$ cat src/source/fds_pkg.sv
// fds register block constants: bus widths, register map and fixed read values
`default_nettype none

package fds_pkg;

	// cpu bus
	localparam int addr_w = 16;
	localparam int data_w = 8;

	// audio path
	localparam int level_w = 12; // wave channel output level
	localparam int audio_w = 16; // apu and mixed sample width

	// timer and drive registers
	localparam logic [addr_w-1:0] reg_timer_lo     = 16'h4020;
	localparam logic [addr_w-1:0] reg_timer_hi     = 16'h4021;
	localparam logic [addr_w-1:0] reg_timer_ctrl   = 16'h4022;
	localparam logic [addr_w-1:0] reg_io_enable    = 16'h4023;
	localparam logic [addr_w-1:0] reg_drive_ctrl   = 16'h4025;
	localparam logic [addr_w-1:0] reg_disk_side    = 16'h4027;
	localparam logic [addr_w-1:0] reg_busy         = 16'h4029;
	localparam logic [addr_w-1:0] reg_irq_status   = 16'h4030;
	localparam logic [addr_w-1:0] reg_drive_status = 16'h4032;
	localparam logic [addr_w-1:0] reg_ext_status   = 16'h4033;

	// wave channel registers
	localparam logic [addr_w-1:0] reg_vol      = 16'h4080; // direct gain write
	localparam logic [addr_w-1:0] reg_freq_lo  = 16'h4082;
	localparam logic [addr_w-1:0] reg_freq_hi  = 16'h4083; // freq high nibble, halt
	localparam logic [addr_w-1:0] reg_master   = 16'h4089; // table write enable, master vol
	localparam logic [addr_w-1:0] reg_vol_read = 16'h4090;

	// wave table window, end is exclusive
	localparam logic [addr_w-1:0] wave_base = 16'h4040;
	localparam logic [addr_w-1:0] wave_end  = 16'h4080;

	// fixed read values
	localparam logic [data_w-1:0] ext_status_value = 8'h80; // battery good
	localparam logic [data_w-1:0] open_bus_value   = 8'h40;

	// pitch is frequency times 64 with the modulator gone
	localparam int pitch_shift = 6;

endpackage

`default_nettype wire

$ cat src/source/fds_bus_combine.sv
// fds read data select between register blocks, and expansion audio mix with the apu
`default_nettype none

module fds_bus_combine (
	input  logic                        clk20,
	input  logic                        reset,
	input  logic [fds_pkg::data_w-1:0]  timer_rdata,
	input  logic                        timer_hit,
	input  logic [fds_pkg::data_w-1:0]  wave_rdata,
	input  logic                        wave_hit,
	input  logic [fds_pkg::level_w-1:0] level,
	input  logic [fds_pkg::audio_w-1:0] audio_in,
	output logic [fds_pkg::data_w-1:0]  rdata,
	output logic [fds_pkg::audio_w-1:0] audio_out
);
	import fds_pkg::*;

	logic [audio_w-1:0] exp_word;
	logic [audio_w-1:0] exp_inv;
	logic [audio_w:0]   mix_sum;

	// the two address decodes never overlap
	always_comb begin
		if (timer_hit)
			rdata = timer_rdata;
		else if (wave_hit)
			rdata = wave_rdata;
		else
			rdata = '0;
	end

	// level widened to 16 bits, top bits repeated into the low end
	assign exp_word = {1'b0, level, level[level_w-1 -: 3]};
	assign exp_inv = ~exp_word; // apu side arrives inverted too

	assign mix_sum = {1'b0, audio_in} + {1'b0, exp_inv};

	always_ff @(posedge clk20) begin
		if (reset)
			audio_out <= '0;
		else
			audio_out <= {audio_w{1'b1}} - mix_sum[audio_w:1]; // halve and flip back
	end

endmodule

`default_nettype wire

$ cat src/source/fds_expansion.sv
// fds cartridge register block top: timer and drive registers, wave channel, bus and audio mix
`default_nettype none

module fds_expansion (
	input  logic                        clk20,
	input  logic                        reset,
	input  logic                        cpu_ce,
	input  logic                        wr,
	input  logic                        rd,
	input  logic [fds_pkg::addr_w-1:0]  addr,
	input  logic [fds_pkg::data_w-1:0]  wdata,
	input  logic                        fds_busy,
	input  logic                        fds_eject,
	input  logic [fds_pkg::audio_w-1:0] audio_in,
	output logic [fds_pkg::data_w-1:0]  rdata,
	output logic                        irq,
	output logic                        mirror_vertical,
	output logic [1:0]                  diskside_auto,
	output logic [fds_pkg::audio_w-1:0] audio_out
);
	import fds_pkg::*;

	logic [data_w-1:0]  timer_rdata;
	logic               timer_hit;
	logic [data_w-1:0]  wave_rdata;
	logic               wave_hit;
	logic [level_w-1:0] level;

	fds_timer_regs timer_regs0 (
		.clk20(clk20), .reset(reset), .cpu_ce(cpu_ce),
		.wr(wr), .rd(rd), .addr(addr), .wdata(wdata),
		.fds_busy(fds_busy), .fds_eject(fds_eject),
		.irq(irq), .mirror_vertical(mirror_vertical), .diskside_auto(diskside_auto),
		.timer_rdata(timer_rdata), .timer_hit(timer_hit)
	);

	fds_wave_channel wave0 (
		.clk20(clk20), .reset(reset), .cpu_ce(cpu_ce),
		.wr(wr), .addr(addr), .wdata(wdata),
		.level(level), .wave_rdata(wave_rdata), .wave_hit(wave_hit)
	);

	fds_bus_combine combine0 (
		.clk20(clk20), .reset(reset),
		.timer_rdata(timer_rdata), .timer_hit(timer_hit),
		.wave_rdata(wave_rdata), .wave_hit(wave_hit),
		.level(level), .audio_in(audio_in),
		.rdata(rdata), .audio_out(audio_out)
	);

endmodule

`default_nettype wire

$ cat src/source/fds_timer_regs.sv
// fds timer irq and drive control registers, with status reads at 4029 to 4033
`default_nettype none

module fds_timer_regs (
	input  logic                       clk20,
	input  logic                       reset,
	input  logic                       cpu_ce,
	input  logic                       wr,
	input  logic                       rd,
	input  logic [fds_pkg::addr_w-1:0] addr,
	input  logic [fds_pkg::data_w-1:0] wdata,
	input  logic                       fds_busy,
	input  logic                       fds_eject,
	output logic                       irq,
	output logic                       mirror_vertical,
	output logic [1:0]                 diskside_auto,
	output logic [fds_pkg::data_w-1:0] timer_rdata,
	output logic                       timer_hit
);
	import fds_pkg::*;

	logic [15:0] timer_latch;
	logic [15:0] timer_count;
	logic        timer_armed;
	logic        timer_repeat;
	logic        io_enable;    // 4023 bit 0, gates timer start
	logic        wr_strobe;
	logic        rd_strobe;
	logic        timer_start;

	assign wr_strobe = cpu_ce & wr;
	assign rd_strobe = cpu_ce & rd;
	assign timer_start = wr_strobe && addr == reg_timer_ctrl && wdata[1] && io_enable;

	// reload value and down counter
	always_ff @(posedge clk20) begin
		if (wr_strobe && addr == reg_timer_lo)
			timer_latch[7:0] <= wdata;
		if (wr_strobe && addr == reg_timer_hi)
			timer_latch[15:8] <= wdata;

		if (timer_start) begin
			timer_count <= timer_latch;
		end else if (cpu_ce && timer_armed) begin
			if (timer_count == 16'd0)
				timer_count <= timer_latch; // wrap, repeat mode reuses it
			else
				timer_count <= timer_count - 16'd1;
		end
	end

	always_ff @(posedge clk20) begin
		if (reset) begin
			irq <= 1'b0;
			timer_armed <= 1'b0;
			timer_repeat <= 1'b0;
			io_enable <= 1'b0;
			mirror_vertical <= 1'b0;
			diskside_auto <= 2'd0;
		end else begin
			if (cpu_ce && timer_armed && timer_count == 16'd0) begin
				irq <= 1'b1;
				if (!timer_repeat)
					timer_armed <= 1'b0;
			end

			if (wr_strobe) begin
				case (addr)
					reg_timer_ctrl: begin
						timer_repeat <= wdata[0];
						timer_armed <= wdata[1] & io_enable;
						if (!(wdata[1] && io_enable))
							irq <= 1'b0;
					end
					reg_io_enable: begin
						io_enable <= wdata[0];
						if (!wdata[0]) begin
							timer_armed <= 1'b0;
							irq <= 1'b0;
						end
					end
					reg_drive_ctrl: mirror_vertical <= ~wdata[3]; // bit 3 low means vertical
					reg_disk_side:  diskside_auto <= wdata[1:0];
					default: ;
				endcase
			end

			// status read acknowledges, returned value is the pre-clear state
			if (rd_strobe && addr == reg_irq_status)
				irq <= 1'b0;
		end
	end

	always_comb begin
		timer_hit = 1'b1;
		case (addr)
			reg_busy:         timer_rdata = {{(data_w-1){1'b0}}, ~fds_busy}; // 1 = ready
			reg_irq_status:   timer_rdata = {{(data_w-1){1'b0}}, irq};
			reg_drive_status: timer_rdata = {{(data_w-3){1'b0}}, fds_eject, 1'b0, fds_eject};
			reg_ext_status:   timer_rdata = ext_status_value;
			default: begin
				timer_rdata = '0;
				timer_hit = 1'b0;
			end
		endcase
	end

endmodule

`default_nettype wire

$ cat src/source/fds_wave_channel.sv
// fds wavetable audio channel: 64 entry table, phase accumulator, gain and master volume
`default_nettype none

module fds_wave_channel (
	input  logic                        clk20,
	input  logic                        reset,
	input  logic                        cpu_ce,
	input  logic                        wr,
	input  logic [fds_pkg::addr_w-1:0]  addr,
	input  logic [fds_pkg::data_w-1:0]  wdata,
	output logic [fds_pkg::level_w-1:0] level,
	output logic [fds_pkg::data_w-1:0]  wave_rdata,
	output logic                        wave_hit
);
	import fds_pkg::*;

	logic [5:0]  wave_table [0:63];
	logic [23:0] wave_accum;
	logic [3:0]  cycles;      // one accumulator step per 16 strobes
	logic [11:0] wave_freq;
	logic        wave_halt;
	logic [5:0]  vol_gain;
	logic        wave_wren;   // table writable, output frozen
	logic [1:0]  master_vol;
	logic [5:0]  wave_latch;
	logic [5:0]  vol_latch;

	logic [23:0]        wave_pitch;
	logic [5:0]         wave_index;
	logic [5:0]         gain_limited;
	logic               wr_strobe;
	logic               wave_win;
	logic               reg_win;
	logic [level_w-1:0] mul_out;
	logic [level_w:0]   mul_x2;
	logic [level_w:0]   mul_third;
	logic [level_w:0]   mul_fifth;

	assign wr_strobe = cpu_ce & wr;
	assign wave_pitch = {12'd0, wave_freq} << pitch_shift;
	assign wave_index = wave_accum[23:18];
	assign gain_limited = vol_gain[5] ? 6'd32 : vol_gain; // anything past 32 acts as 32

	// table window and the audio register block 4080 to 4097
	assign wave_win = addr >= wave_base && addr < wave_end;
	assign reg_win = addr >= wave_end && addr <= reg_vol_read + 16'd7;
	assign wave_hit = wave_win | reg_win;

	always_ff @(posedge clk20) begin
		if (reset) begin
			for (int i = 0; i < 64; i++)
				wave_table[i] <= 6'd0;
		end else if (wr_strobe && wave_win && wave_wren) begin
			wave_table[addr[5:0]] <= wdata[5:0];
		end
	end

	always_ff @(posedge clk20) begin
		if (reset) begin
			wave_accum <= 24'd0;
			cycles <= 4'd0;
			wave_freq <= 12'd0;
			wave_halt <= 1'b1;
			vol_gain <= 6'd0;
			wave_wren <= 1'b0;
			master_vol <= 2'd0;
			wave_latch <= 6'd0;
			vol_latch <= 6'd0;
		end else begin
			if (cpu_ce) begin
				cycles <= wave_halt ? 4'd0 : cycles + 4'd1;
				if (!wave_halt && &cycles)
					wave_accum <= wave_accum + wave_pitch;

				// gain only takes effect at the start of a wave period
				if (wave_index == 6'd0)
					vol_latch <= gain_limited;
				if (!wave_wren)
					wave_latch <= wave_table[wave_index];
			end

			if (wr_strobe) begin
				case (addr)
					reg_vol:     vol_gain <= wdata[5:0];
					reg_freq_lo: wave_freq[7:0] <= wdata;
					reg_freq_hi: begin
						wave_freq[11:8] <= wdata[3:0];
						wave_halt <= wdata[7];
						if (wdata[7]) begin
							wave_accum <= 24'd0;
							cycles <= 4'd0;
						end
					end
					reg_master: begin
						wave_wren <= wdata[7];
						master_vol <= wdata[1:0];
					end
					default: ;
				endcase
			end
		end
	end

	// sample times volume, then master scaling
	assign mul_out = wave_latch * vol_latch;
	assign mul_x2 = {mul_out, 1'b0};
	assign mul_third = mul_x2 / 3;
	assign mul_fifth = mul_x2 / 5;

	always_comb begin
		case (master_vol)
			2'd0:    level = mul_out;
			2'd1:    level = mul_third[level_w-1:0]; // 2/3
			2'd2:    level = mul_out >> 1;
			default: level = mul_fifth[level_w-1:0]; // 2/5
		endcase
	end

	always_comb begin
		if (wave_win) begin
			if (wave_wren)
				wave_rdata = {2'b00, wave_table[addr[5:0]]};
			else
				wave_rdata = {2'b00, wave_latch};
		end else if (addr == reg_vol_read) begin
			wave_rdata = {2'b01, vol_gain};
		end else begin
			wave_rdata = open_bus_value; // envelope and modulator reads not kept
		end
	end

endmodule

`default_nettype wire

$ cat config.mk
export PLATFORM = sky130hd
export DESIGN_NAME = fds_expansion
export DESIGN_NICKNAME = d
export VERILOG_FILES = /design/src/source/fds_pkg.sv /design/src/source/fds_bus_combine.sv /design/src/source/fds_expansion.sv /design/src/source/fds_timer_regs.sv /design/src/source/fds_wave_channel.sv
export SDC_FILE = /design/constraint.sdc
export NUM_CORES = 1
export LEC_CHECK = 0
export BUFFER_PORTS_ARGS = -buffer_cell sky130_fd_sc_hd__buf_2
export CAP_MARGIN = 20
export CORE_MARGIN = 2
export CORE_UTILIZATION = 55
export DETAILED_ROUTE_END_ITERATION = 8
export HOLD_SLACK_MARGIN = 0.06
export PLACE_DENSITY = 0.74
export SETUP_SLACK_MARGIN = 0.15
export SLEW_MARGIN = 20
export SYNTH_ARGS = -nofsm -noshare
export SYNTH_HDL_FRONTEND = slang
export SYNTH_SLANG_ARGS = --single-unit
$ cat constraint.sdc
create_clock -name clk20 -period 29.5 [get_ports clk20]
set_input_delay 1.475 -clock clk20 [delete_from_list [all_inputs] [get_ports clk20]]
set_output_delay 1.475 -clock clk20 [all_outputs]
set_load 0.1 [all_outputs]
==> results of run 1 <==
[synth_stat cells, types with 8 or more instances]
| library cell | n |
|---|---|
| sky130_fd_sc_hd__a21o_1 | 29 |
| sky130_fd_sc_hd__a21oi_1 | 95 |
| sky130_fd_sc_hd__and2_1 | 355 |
| sky130_fd_sc_hd__buf_1 | 36 |
| sky130_fd_sc_hd__clkbuf_1 | 123 |
| sky130_fd_sc_hd__dfxtp_1 | 79 |
| sky130_fd_sc_hd__edfxtp_1 | 416 |
| sky130_fd_sc_hd__fa_1 | 20 |
| sky130_fd_sc_hd__ha_1 | 73 |
| sky130_fd_sc_hd__inv_1 | 62 |
| sky130_fd_sc_hd__mux2i_1 | 43 |
| sky130_fd_sc_hd__mux4_2 | 252 |
| sky130_fd_sc_hd__nand2_1 | 108 |
| sky130_fd_sc_hd__nand2b_1 | 12 |
| sky130_fd_sc_hd__nand3_1 | 26 |
| sky130_fd_sc_hd__nand3b_1 | 8 |
| sky130_fd_sc_hd__nand4_1 | 8 |
| sky130_fd_sc_hd__nor2_1 | 220 |
| sky130_fd_sc_hd__nor2b_1 | 12 |
| sky130_fd_sc_hd__nor3_1 | 97 |
| sky130_fd_sc_hd__nor3b_1 | 12 |
| sky130_fd_sc_hd__nor4_1 | 13 |
| sky130_fd_sc_hd__o21a_1 | 11 |
| sky130_fd_sc_hd__o21ai_0 | 52 |
| sky130_fd_sc_hd__o21bai_1 | 14 |
| sky130_fd_sc_hd__or2_2 | 70 |
| sky130_fd_sc_hd__or3_1 | 13 |
| sky130_fd_sc_hd__xnor2_1 | 54 |
| sky130_fd_sc_hd__xor2_1 | 25 |
[state kept, by name, summed over array words and instances (netlist names), 2 cells and up]
register                   cells
wave0.wave_table             384
wave0.wave_accum              18
combine0.audio_out            16
timer_regs0.timer_count       16
timer_regs0.timer_latch       16
wave0.wave_freq               12
wave0.vol_gain                 6
wave0.vol_latch                6
wave0.wave_latch               6
wave0.cycles                   4
timer_regs0.diskside_auto      2
wave0.master_vol               2
[cell type report]
cell class                 instances  area [um^2]  area share
sequential                       495        14100       0.419
tap                              748          936      0.0279
multi-input combinational       1787        15900       0.474
inverter                          64          240     0.00715
timing repair buffer             104          608      0.0181
clock inverter                    28          319     0.00950
clock buffer                      70         1460      0.0435
antenna                            1         2.50   0.0000745
[worst paths after layout]
path | from | endpoint | slack, ns | cells past startpoint
max | wave0.wave_latch[3]$_SDFFE_PP0P_ | combine0.audio_out[14]$_SDFF_PP0_ | 2.22 | 112
min | timer_regs0.timer_repeat$_SDFFE_PP0P_ | timer_regs0.timer_repeat$_SDFFE_PP0P_ | 0.47 | 2
max reg2reg | wave0.wave_latch[3]$_SDFFE_PP0P_ | combine0.audio_out[14]$_SDFF_PP0_ | 2.22 | 112
min reg2reg | timer_regs0.timer_repeat$_SDFFE_PP0P_ | timer_regs0.timer_repeat$_SDFFE_PP0P_ | 0.47 | 2
[metal layers]
metal  up-vias  share of wire
met3       196           0.10
met2      1208           0.47
met5         -              0
met4         0          0.035
met1     10800           0.39
li1       9438              -
[cell families (layout without fill, tap and decap cells)]
kind of cell,Yosys count,count (layout),synth area share
and+or+nand+nor,1001,1001,0.176
DFF,495,495,0.456
muxes,307,307,0.203
AOI/OAI and AO/OA,305,305,0.0687
buffers and inverters,234,266,0.0297
adders and majority gates,94,94,0.0430
xor gates and xnor gates,80,80,0.0230
other,0,1,0
[power breakdown]
| part | switching (W) | internal, W | leakage, nW |
|---|---|---|---|
| Clock | 0.000285 | 0.000394 | 0.872 |
| Combinational | 0.0000794 | 0.0000469 | 6.54 |
| Sequential | 0.0000113 | 0.000775 | 4.89 |
| Total | 0.000376 | 0.00122 | 12.3 |
[per-stage QoR]
| stage | cells | utilization | instance area [um^2] | total power (W) | hold slack, ns |
|---|---|---|---|---|---|
| floorplan | 2516 | - | 30800 | 0.000882 | 0.433 |
| global placement | 3194 | 0.573 | 31700 | 0.000921 | 0.443 |
| detailed placement | 3194 | 0.573 | 31700 | 0.000925 | 0.459 |
| CTS | 3292 | 0.606 | 33500 | 0.00160 | 0.467 |
| global route | 3296 | 0.607 | 33600 | 0.00163 | 0.500 |
| finish | 3297 | 0.607 | 33600 | 0.00159 | 0.468 |
[critical path, delay by kind of cell, from the launching register on]
kind                     cells  cell delay (ns)
buffers and inverters       11             1.10
XOR/XNOR                     6             1.14
AND/OR/NAND/NOR             35             8.08
multiplexers                 3             1.15
flip-flops                   1             0.39
adder cells (fa/ha/maj)     17             5.95
AO/OA/AOI/OAI               40             9.27
[repair_timing]
| item | 4_1_cts | 5_1_grt |
|---|---|---|
| hold buffers | 0 | 0 |
| gates resized for setup | 0 | 12 |
| buffers inserted | 0 | 3 |
| endpoints found under the setup margin | 0 | 10 |
==> impl.org, run 1 <==
** Outcome
- Outcome :: completed

** Global routing
- For met1 alone, demand over resource in global routing was 0.400.
- Via count of the first global-routing pass :: roughly 22,000
- Antenna violations before repair :: 2
- Global-route wire length before repair :: roughly 130,000 um
- Global routing finished with a remaining overflow of 0.
- For met2 alone, demand over resource in global routing was 0.468.
- For met3 alone, demand over resource in global routing was 0.0636.
- Total routing usage reported by global routing :: 0.293
- met2 is the most crowded layer.
- Pin count of the biggest net entering global routing :: 75

** Floorplanning
- The floorplan step defined a die boundary enclosing ~58,000 um^2.
- Row count :: 86
- Number of primary I/O pins :: between 70 and 80
- Effective utilization at floorplan :: 0.558
- The region available for standard cell placement spans around 55,000 um^2.
- In this run the vertical extent of the chip is roughly 240 um.
- The floorplan step set the die width to between 200 and 250 um.

** Clock tree
- Sink Count :: 495
- In this run the number of H-tree levels came out at 2.
- Clock latency at the later pin of the worst-skew pair :: 0.64 ns
- Maximum buffer depth of the clock tree :: 3
- After clock tree synthesis, the clock-pin slew on the worst setup and hold paths is ~0.060 ns.
- CTS tree :: done
- Number of CTS-inserted buffers :: 52
- The tree is rooted in a sky130_fd_sc_hd__clkbuf_16.

** Placed design
- OpenSTA, run right after detailed placement, puts the worst setup slack at about 1.5 ns.
- In this run the tool buffered the top-level ports with 74 buffer cells.
- HPWL after detailed placement :: ~58,000 um
- Routability-driven placement finished with a final weighted congestion of between 0.8 and 0.9.

** Routing
- DRC violation count after routing :: 0
- First DRT Iteration DRCs :: ~2,400
- Drt pass-1 iters :: 5
- Wire length per cell after detailed routing :: ~25 um
- The routed layout has about 22,000 vias.
- Post-detailed-routing wire length :: around 83,000 um
- Once detail routing completed, the nets flagged for antenna violations numbered 0.
- DR vias/cell :: approximately 6.6

** Logic synthesis
- Share of synthesized flip-flops with an asynchronous set or reset :: 0
- By area the synthesized netlist is led by sky130_fd_sc_hd__edfxtp_1, sky130_fd_sc_hd__mux4_2, sky130_fd_sc_hd__and2_1.
- The number of nets in the synthesized netlist is 2,656.
- Number of synthesis warnings :: 0
- Post-Synthesis Cell Area :: just over 30,000 um^2
- Synthesized area per cell :: 12.3 um^2
- Largest area contributor in the synthesized netlist :: sky130_fd_sc_hd__edfxtp_1
- Number of distinct library cells after synthesis :: 105
- Top cell type's share of synthesized area :: 0.405
- The share of the Yosys chip area taken by registers is 0.456.
- The cell count after synthesis came out at 2,516.
- Synthesis inferred between 400 and 500 register bits.
- Dominant register cell in the synthesized netlist :: sky130_fd_sc_hd__edfxtp_1
- In this run, synthesis inferred around 420 flip-flops with an integrated enable.

** Worst setup path
- Arrival time at the worst endpoint :: between 20 and 30 ns
- Category of the critical setup timing path :: flop to flop
- The cell that appears most often on the critical path is sky130_fd_sc_hd__ha_1.
- Of all nets on the critical path, the largest fanout is 12.
- Among all stages on the critical path, the largest delay is contributed by sky130_fd_sc_hd__fa_1.
- The worst setup path is captured at a flop.
- Crit-path max cell delay :: 0.54 ns
- Crit path required time :: between 20 and 30 ns
- Worst Setup Start Kind :: flop

** STA
- Transition time at the pin with the least slew margin :: 1.05 ns
- Of the available clock period, the critical path in the final layout requires 0.925.
- Headroom to the max-slew limit came out at 0.298.
- After layout, the minimum clock period comes to roughly 27 ns.
- Setup-violating endpoint count in the final report :: 0
- In the final timing run, aggregate negative setup slack is 0 ns.
- Setup repair after global routing missed its margin :: false
- Highest clock rate :: 36.7 MHz
- Pins over their slew limit :: 0
- Final worst clock skew :: 0.0481 ns
- The final hold violation count came to 0.
- Setup slack on the critical path of the routed design comes to 2.22 ns.

** Layout
- For this run, the post-layout net count is roughly 2,600.
- Leaving out fill and tap cells, the most frequent cells in the layout are sky130_fd_sc_hd__edfxtp_1, sky130_fd_sc_hd__and2_1, sky130_fd_sc_hd__mux4_2.
- The library cell used most frequently in the layout, excluding fill and tap cells, is sky130_fd_sc_hd__edfxtp_1.
- Synth-to-layout area growth :: 8.85%
- Fill count :: approximately 4,200
- Of the cells placed in the final design, the portion with a size suffix greater than 1 is 0.227.

** Pwr
- Total leakage power :: 12.3 nW
- For this design the ratio of total power to cell area is approximately 47 nW/um^2.
- The worst-case IR drop observed on VDD is 0.0454 mV.

** Worst hold path
- Class of the tightest hold or removal check :: flop to flop

** Run
- Max-cap violations in this run came to 0.
Note: power is estimated with default switching activity, not from simulation.
==> run 2: changes to the inputs <==
BUFFER_PORTS_ARGS = -buffer_cell sky130_fd_sc_hd__buf_4   (was -buffer_cell sky130_fd_sc_hd__buf_2)
==> run 2 against run 1 <==
Cell count down 0.30%. Sequential cell count unchanged. First-iteration DRC count up 4.6%. Sequential power about the same. Critical path depth down 1. Via count up 0.34%. Combinational power is essentially flat. Total power up 0.26%. Worst hold slack improved by 0.0047 ns. Critical endpoint unchanged. Largest cell class unchanged.
==> impl.org, run 2 (synthesized netlist as in run 1, its figures left out) <==
** Outcome
- The flow ran to the end, and the final reports show no timing, DRC or antenna violations.

** Layout
- The core occupancy in the finished layout came to 0.609 (+0.00156).
- The storage element area is 14,100 um^2 (unchanged).
- The layout cell share with drive strength beyond 1 is 0.224 (-0.00305).
- NumNets Final :: 2,635 (-0.34%)
- The area occupied by multi-input gates was 15,900 um^2 (about the same).
- The register with the most flip-flops in the final layout is wave0.wave_table.
- In the final layout, the registers with the most flip-flops are wave0.wave_table: 384 flops, wave0.wave_accum: 18 flops.
- Leaving out fill and tap cells, the most frequent cell in the layout is sky130_fd_sc_hd__edfxtp_1.
- Leaving out fill and tap cells, the most frequent cells in the layout are sky130_fd_sc_hd__edfxtp_1, sky130_fd_sc_hd__and2_1, sky130_fd_sc_hd__mux4_2.
- Fill count :: 4,257 (+0.83%)
- Synth-to-layout area growth :: 9.13%
- The post-layout instance count excluding filler cells came to 3,287 (-0.30%).
- The number of flip-flops under the largest register name was 384 (unchanged).

** Pwr
- The leakage power is 12.3 nW (-0.29%).
- Power density over the cells :: 47.4 nW/um^2 (about the same)
- Sequential share of power :: 0.493 (about the same)
- The worst supply voltage drop on vdd is 0.0401 mV (-12%).
- Share of power burned in the clock network :: 0.426 (about the same)
- The switching fraction of total power is 0.237 (+0.00111).
- Net switching power :: 0.000379 W (+0.73%)
- The internal power summed over all cells came to 0.00122 W (+0.12%).
- Portion of total power attributed to combinational logic :: 0.081 (+0.002)

** Global routing
- The total congestion overflow came to 0 (unchanged).
- Via count of the first global-routing pass :: 21,300 (-1.2%)
- Total routing usage reported by global routing :: 0.293 (about the same)
- Global-route wire length before repair :: 128,000 um (+0.12%)
- The pin count of the biggest net entering global routing was 75 (unchanged).
- The number of antenna violations at the first check in global routing was 3 (+1).

** Worst hold path
- The worst hold path belongs to the class flop to flop.

** STA
- The share of the cycle needed by the critical path after routing is 0.928 (+0.00269).
- The worst-case headroom to the max-slew limit is 0.276 (-0.0224).
- Final worst clock skew :: 0.0511 ns (+0.00296 ns)
- Transition time at the pin with the least slew margin :: 1.08 ns (+0.0361 ns)
- Worst path setup slack after routing :: 2.14 ns (-0.0794 ns)
- Setup repair after global routing missed its margin :: false
- Highest clock rate :: 36.5 MHz (-0.29%)
- Sum of negative setup slack :: 0 ns (unchanged)
- The number of setup violations in the final report came to 0 (unchanged).
- The final hold violation count was 0 (unchanged).
- The count of final max-slew check failures was 0 (unchanged).
- Fin Hold WS :: 0.473 ns (+0.00469 ns)
- The time the worst path needs with I/O delays and setup came to 27.36 ns (+0.0794 ns).

** Worst setup path
- The worst setup path is launched from a flop.
- The critical path's largest stage delay came to 0.55 ns (about the same).
- Number of buffers and inverters on the critical path :: 11 (unchanged)
- Max Fanout on Critical Path :: 12 (unchanged)
- Counting stages on the worst path, the most repeated cell is sky130_fd_sc_hd__ha_1.
- The worst setup path is captured at a flop.
- The slowest stage of the critical path belongs to the cell sky130_fd_sc_hd__fa_1.
- The critical path is of the flop to flop type.
- Cell family with the largest share of critical-path delay :: compound AO/OA/AOI/OAI gates
- The worst path arrival time was 27.81 ns (+0.07 ns).
- Crit path required time :: 29.95 ns (about the same)

** Run
- The reported max-cap violation count came to 0 (unchanged).

** Clock tree
- Sink Count :: 495 (unchanged)
- Clock latency at the later pin of the worst-skew pair :: 0.64 ns (about the same)
- PostCTS Resize Cnt :: 0 (unchanged)
- The number of setup buffers added after CTS is 0 (unchanged).
- The number of buffers created by CTS is 51 (-1.9%).
- Clock root buffer master :: sky130_fd_sc_hd__clkbuf_16
- Hold buffer count at CTS :: 0 (unchanged)
- TritonCTS built the clock tree.
- # H-tree levels :: 2 (unchanged)
- Clk pin slew, worst setup/hold paths :: 0.07 ns (about the same)
- Maximum buffer depth of the clock tree :: 3 (unchanged)

** Floorplanning
- The cell row count came to 86 (unchanged).
- Chip Width :: 241 um (unchanged)
- The die span in y is 241 um (unchanged).
- The placeable core area came to 55,300 um^2 (unchanged).
- Effective utilization at floorplan :: 0.558 (unchanged)
- Total die area :: 58,000 um^2 (unchanged)
- The I/O pin total came to 75 (unchanged).

** Routing
- DRC violation count after routing :: 0 (unchanged)
- The number of vias in the routed layout came to 21,700 (+0.34%).
- Post-detailed-routing wire length :: 83,900 um (+1.3%)
- The post-detailed-route count of antenna-violating nets was 0 (unchanged).
- The iteration-0 DRC count of the detailed router was 2,527 (+4.6%).
- The first-pass detailed-route iteration total was 6 (+1).
- The per-cell via count in the routed design is 6.60 (+0.64%).
- The average wire length per cell after detail routing was 25.5 um (+1.6%).

** Placed design
- The routability congestion estimate from global placement was 0.955 (+6.2%).
- IO Port Bufs :: 74 (unchanged)
- The detailed placement HPWL was 58,200 um (+0.46%).
- The worst setup timing slack at the placement stage was 1.69 ns (+0.185 ns).
- Placed Cells :: 3,190 (-0.13%)
==> run 2: cell count changes in the layout (fill, tap and decap cells not counted), sizes merged <==
cell	previous run	this run
clkbuf	71	66
bufinv	5	7
clkinvlp	2	7
clkinv	20	15
buf	103	96
==> run 2: worst register-to-register path: cells and delay by family (launching register included) <==
kind	cells	cell delay (ns)
AOI/OAI and AO/OA	41	9.26
and+or+nand+nor	34	8.11
adders and majority gates	17	6.41
xor gates and xnor gates	6	1.17
buffers and inverters	11	0.99
muxes	2	0.77
DFF	1	0.47
==> run 2: layout make-up <==
class,count,area share
antenna,1,0.0000743
inverter,64,0.00714
clock buffer,66,0.0408
multi-input combinational,1787,0.473
sequential,495,0.418
clock inverter,30,0.0115
timing repair buffer,96,0.0215
tap,748,0.0278
==> run 2: layer usage <==
layer  track usage  vias to the layer above  share of wire
li1              -                     9409              -
met1         0.407                    10800           0.39
met2         0.461                     1288           0.46
met3        0.0548                      210           0.11
met4         0.112                        0          0.040
met5             0                        -              0
==> run 2: stage by stage <==
stage	instance area (um^2)	total power, W
2_1_floorplan	30800	0.000882
3_3_place_gp	31900	0.000923
3_5_place_dp	31900	0.000928
4_1_cts	33600	0.00160
5_1_grt	33700	0.00163
6_report	33700	0.00160
==> run 2: path summary, 6_finish.rpt <==
check                                              from                                    end  slack, ns  cells past startpoint
hold reg to reg   timer_regs0.timer_repeat$_SDFFE_PP0P_  timer_regs0.timer_repeat$_SDFFE_PP0P_       0.47                      2
hold / removal    timer_regs0.timer_repeat$_SDFFE_PP0P_  timer_regs0.timer_repeat$_SDFFE_PP0P_       0.47                      2
setup reg to reg       wave0.wave_latch[2]$_SDFFE_PP0P_      combine0.audio_out[14]$_SDFF_PP0_       2.14                    111
setup / recovery       wave0.wave_latch[2]$_SDFFE_PP0P_      combine0.audio_out[14]$_SDFF_PP0_       2.14                    111
==> run 2: power by group through the flow <==
| stage | logic [W] | registers, W | clock network [W] |
|---|---|---|---|
| 2_1_floorplan | 0.0000731 | 0.000809 | 0 |
| 3_3_place_gp | 0.000125 | 0.000799 | 0 |
| 3_5_place_dp | 0.000126 | 0.000801 | 0 |
| 4_1_cts | 0.000127 | 0.000787 | 0.000685 |
| 5_1_grt | 0.000133 | 0.000789 | 0.000712 |
| 6_report | 0.000129 | 0.000787 | 0.000681 |
